### src/hw/issue_pkg.sv
package issue_pkg;

    // ==================================================
    // Basic datapath types
    // ==================================================

    // One architectural data word
    typedef logic [31:0] data_word_t;

    // Index into the 32 entry integer register file
    typedef logic [4:0] reg_idx_t;

    // Functional unit that will execute the instruction
    typedef enum logic [1:0] {
        EXU_ALU,
        EXU_MUL,
        EXU_DIV,
        EXU_LDU
    } exu_unit_t;

    // Result latencies in cycles from issue to write-back
    localparam int ALU_LATENCY = 1;
    localparam int LDU_LATENCY = 2;
    // The multiplier is pipelined and accepts a new operation every cycle
    localparam int MUL_LATENCY = 3;
    // The divider holds a single operation until its result is out
    localparam int DIV_LATENCY = 8;

    // Longest latency, which also sets the depth of the result shift register
    localparam int MAX_LATENCY = 8;

    // Reorder buffer tags wrap over 2^ROB_TAG_BITS entries
    localparam int ROB_TAG_BITS = 5;
    typedef logic [ROB_TAG_BITS-1:0] rob_tag_t;

    // Maps a functional unit to the number of cycles until its result
    function automatic int unit_latency(exu_unit_t unit);
        case (unit)
            EXU_ALU: return ALU_LATENCY;
            EXU_MUL: return MUL_LATENCY;
            EXU_DIV: return DIV_LATENCY;
            default: return LDU_LATENCY;
        endcase
    endfunction

    // ==================================================
    // Packets crossing the issue stage
    // ==================================================

    // Instruction offered by decode, held stable while the stage stalls
    typedef struct packed {
        logic                valid;
        exu_unit_t           unit;
        reg_idx_t            dest_reg;
        logic                writes_dest;
        reg_idx_t [1:0]      src_reg;
        logic [1:0]          imm_valid;
        data_word_t [1:0]    immediate;
        logic                save_next_pc;
        logic                compressed;
        logic                fence;
    } decoded_instr_t;

    // Instruction leaving the stage with its operands resolved
    typedef struct packed {
        logic                valid;
        exu_unit_t           unit;
        reg_idx_t            dest_reg;
        rob_tag_t            rob_tag;
        data_word_t [1:0]    operand;
        logic [1:0]          imm_valid;
    } issue_packet_t;

    // Result returning from a functional unit
    typedef struct packed {
        logic                valid;
        reg_idx_t            dest_reg;
        data_word_t          data;
    } writeback_t;

endpackage : issue_pkg

### src/hw/register_file.sv
`timescale 1ns/100ps

module register_file (
    input  logic                        clk_i,

    // Two source operand read ports
    input  issue_pkg::reg_idx_t [1:0]   read_addr_i,
    output issue_pkg::data_word_t [1:0] read_data_o,

    // Single write-back port
    input  issue_pkg::writeback_t       write_i
);

    import issue_pkg::*;

    // ==================================================
    // Storage
    // ==================================================

    // Entry 0 is never written so x0 keeps no real state
    data_word_t reg_mem [0:31];

    // A write to x0 is dropped here as well as on the read side
    always_ff @(posedge clk_i) begin
        if (write_i.valid && (write_i.dest_reg != '0)) begin
            reg_mem[write_i.dest_reg] <= write_i.data;
        end
    end

    // ==================================================
    // Read ports
    // ==================================================

    // Reads are combinational, the scheduler forwards a same cycle write-back
    // on top of this value when the register matches
    always_comb begin
        for (int i = 0; i < 2; i++) begin
            if (read_addr_i[i] == '0) begin
                // Hardwired zero register
                read_data_o[i] = '0;
            end else begin
                read_data_o[i] = reg_mem[read_addr_i[i]];
            end
        end
    end

endmodule : register_file

### config.mk
export PLATFORM = sky130hd
export DESIGN_NAME = register_file
export DESIGN_NICKNAME = d
export VERILOG_FILES = /design/src/hw/issue_pkg.sv /design/src/hw/register_file.sv
export SDC_FILE = /design/constraint.sdc
export NUM_CORES = 1
export LEC_CHECK = 0
export CORE_MARGIN = 4
export CORE_UTILIZATION = 58
export CTS_CLUSTER_SIZE = 24
export DETAILED_ROUTE_END_ITERATION = 8
export DONT_BUFFER_PORTS = 1
export PLACE_DENSITY = 0.8
export RECOVER_POWER = 100
export SLEW_MARGIN = 5
export SYNTH_ARGS = -nofsm -noshare
export SYNTH_HDL_FRONTEND = slang
export SYNTH_SLANG_ARGS = --single-unit
### constraint.sdc
create_clock -name clk_i -period 3 [get_ports clk_i]
set_clock_uncertainty 0.15 [all_clocks]
set_input_delay 0.6 -clock clk_i [delete_from_list [all_inputs] [get_ports clk_i]]
set_output_delay 0.6 -clock clk_i [all_outputs]
set_load 0.05 [all_outputs]
==> flow_metrics.env <==
export IMPL_yosys_area_share_adder=0
export IMPL_netlist_instances=2564
export IMPL_antenna_left=0
export IMPL_via_per_inst=7.74
export IMPL_finalHoldViolCount=0
export IMPL_crit_fanout=198
export IMPL_mostFrequentLayoutCell="edfxtp_1"
export IMPL_track_usage=0.336
export IMPL_synth_edf_count=1024
export IMPL_cts_tree="yes"
export IMPL_endpoint_kind="output pin"
export IMPL_port_buffers=0
export IMPL_drive_above_1_share=0.396
export IMPL_grt_pass1_vias=30786
export IMPL_muxShareOfSynthArea=0.250
export IMPL_cp_startpoint="read_addr_i[2]"
export IMPL_io_pins=113
export IMPL_synth_ff_type="edfxtp_1"
export IMPL_rows=105
export IMPL_min_period_ns=3.77
export IMPL_avgSynthCellArea_um2=18.7
export IMPL_hold_class="input port to flip-flop"
export IMPL_finalPower_w=0.0325
export IMPL_final_cell_mix="edfxtp_1 (1,024), mux4_2 (351), mux2i_1 (320)"
export IMPL_min_delay_start="write_i[35]"
export IMPL_arrival_ns=3.02
export IMPL_status="finished, violations left"
export IMPL_die_w_um=295
export IMPL_internal_power_w=0.0251
export IMPL_post_route_util=0.705
export IMPL_htree_levels=3
export IMPL_grt_overflow=0
export IMPL_regMostFlops="reg_mem"
export IMPL_violations="max-capacitance violations, max-slew violations, negative setup slack"
export IMPL_wl_per_cell_um=38.4
export IMPL_cts_buffers=102
export IMPL_core_area_um2=82000
export IMPL_finalWirelength_um=150000
export IMPL_vdd_drop_max_mv=0.461
export IMPL_ys_seq_area_frac=0.642
export IMPL_root_buffer="clkbuf_16"
export IMPL_comb_power_share=0.114
export IMPL_synth_top_family_by_area="multiplexers"
export IMPL_finalCritPeriodShare=1.26
export IMPL_max_slew_margin_rel=-0.190
export IMPL_powerDensity_nw_per_um2=563
export IMPL_final_nets=2811
export IMPL_p_seq_frac=0.494
export IMPL_slew_violations=989
export IMPL_die_area_um2=87300
export IMPL_path_clk_slew_ns=0.07
export IMPL_cts_buffer_depth=3
export IMPL_required_ns=2.25
export IMPL_reg_top3="reg_mem (1024)"
export IMPL_drc=0
export IMPL_tightest_slew_ns=1.78
export IMPL_switching_power_w=0.00745
export IMPL_fmax_mhz=265
export IMPL_synth_xor_area_frac=0
export IMPL_async_flop_share=0
export IMPL_final_cells=3915
export IMPL_p_leak_nw=18.9
export IMPL_antenna_found_initial=3
export IMPL_ys_ff_latch=1024
export IMPL_rsz0062_at_grt="yes"
export IMPL_dp_hpwl_um=72700
export IMPL_largest_reg_flops=1024
export IMPL_die_h_um=295
export IMPL_synth_compound_area_frac=0.0615
export IMPL_grt_pass1_wl_um=210000
export IMPL_drt_initial_drc_count=5111
export IMPL_final_setup_worst_slack_ns=-0.767
export IMPL_syn_area_um2=47900
export IMPL_grt_max_degree=290
export IMPL_sw_frac_of_total=0.229
export IMPL_area_growth_syn_to_layout_pct=20.7
export IMPL_synthSimpleGateAreaFrac=0.0218
export IMPL_setup_viol=64
export IMPL_vias=30288
export IMPL_ys_warn_count=0
export IMPL_dr_pass1_iters=8
export IMPL_start_util=0.584
export IMPL_dp_cells=3633
export IMPL_drv_cap=30
export IMPL_clock_sinks=1024
export IMPL_start_kind="input port"
export IMPL_gp_congestion=0.823
export IMPL_synth_cell_type_count=39
export IMPL_power_clock_fraction=0.392
export IMPL_crit_type="input port to output pin"
## logic make-up (layout without fill, tap and decap cells)
| logic type | count (synthesis) | count (layout) |
|---|---|---|
| DFF | 1024 | 1024 |
| and+or+nand+nor | 212 | 212 |
| AOI/OAI and AO/OA | 374 | 374 |
| muxes | 736 | 736 |
| other | 1 | 34 |
| buffers and inverters | 217 | 465 |
## power groups by stage
stage	Clock [W]	Sequential, W	Combinational (W)
2_1_floorplan	0	0.0163	0.00232
3_3_place_gp	0	0.0163	0.00301
3_5_place_dp	0	0.0164	0.00306
4_1_cts	0.0128	0.0161	0.00349
5_1_grt	0.0134	0.0161	0.00378
6_report	0.0127	0.0161	0.00370
## path summary, 6_finish.rpt
path,to,depth (start not counted)
max,read_data_o[17],7
min,reg_mem[26][18]$_DFFE_PP_,2
## through the flow
stage	hold slack, ns	area [um2]	TNS, ns	worst slack, ns
after floorplan	0.549	49100	-41.27	-0.170
after global placement	0.550	52400	-0.453	-0.157
after detailed placement	0.550	52400	-1.85	-0.194
after CTS	0.461	57300	-6.46	-0.270
after global routing	0.721	57800	-15.14	-0.487
final	0.675	57800	-36.41	-0.767
## per-layer routing
layer	routed length, um	GRT usage	vias to the layer above
met3	21500	0.0965	579
met5	13	0	-
met1	48700	0.441	15313
met4	9630	0.174	2
met2	70500	0.519	3025
li1	-	-	11369
## critical path, stage by stage
cell      delay [ns]
or3b_4          0.74
buf_12          0.18
buf_16          0.17
o221ai_1        0.24
a21oi_1         0.11
a211oi_4        0.31
buf_12          0.18
## repair_timing
item | CTS | global route
gates resized for setup | 247 | 134
endpoints found under the hold margin | 1024 | 0
cloned | 0 | 4
hold buffers | 32 | 0
buffers inserted | 47 | 20
pin swaps | 56 | 78
setup endpoints to repair | 64 | 64
## final cells by class
cell class | count | area [um2]
Clock buffer | 122 | 2690
Antenna cell | 2 | 5.00
Tap cell | 1070 | 1340
Multi-Input combinational cell | 1354 | 19100
Sequential cell | 1024 | 30700
Fill cell | 4580 | 24200
Inverter | 2 | 8.76
Clock inverter | 63 | 601
Timing Repair Buffer | 278 | 3350
## cells in the mapped netlist (2+ instances only)
| cell type | instances | area, um2 |
|---|---|---|
| a211oi_1 | 53 | 398 |
| a211oi_2 | 11 | 138 |
| a21oi_1 | 32 | 160 |
| a221oi_1 | 38 | 333 |
| a221oi_2 | 16 | 240 |
| a22oi_1 | 64 | 480 |
| a311oi_1 | 32 | 280 |
| buf_2 | 50 | 250 |
| buf_4 | 53 | 398 |
| buf_6 | 12 | 135 |
| clkbuf_1 | 98 | 368 |
| edfxtp_1 | 1024 | 30700 |
| inv_1 | 2 | 7.51 |
| mux2_2 | 64 | 721 |
| mux2i_1 | 320 | 3200 |
| mux4_1 | 36 | 946 |
| mux4_2 | 316 | 7120 |
| nand2_1 | 85 | 319 |
| nand3_1 | 2 | 10.0 |
| nand3b_1 | 6 | 45.0 |
| nand4_1 | 32 | 200 |
| nor2_1 | 36 | 135 |
| nor2b_1 | 37 | 231 |
| o2111ai_1 | 10 | 87.6 |
| o21ai_0 | 50 | 250 |
| o21ai_1 | 4 | 20.0 |
| o221ai_1 | 64 | 561 |
| or3_1 | 2 | 12.5 |
| or3b_2 | 5 | 43.8 |
No activity file was read; power rests on OpenSTA's default activity.
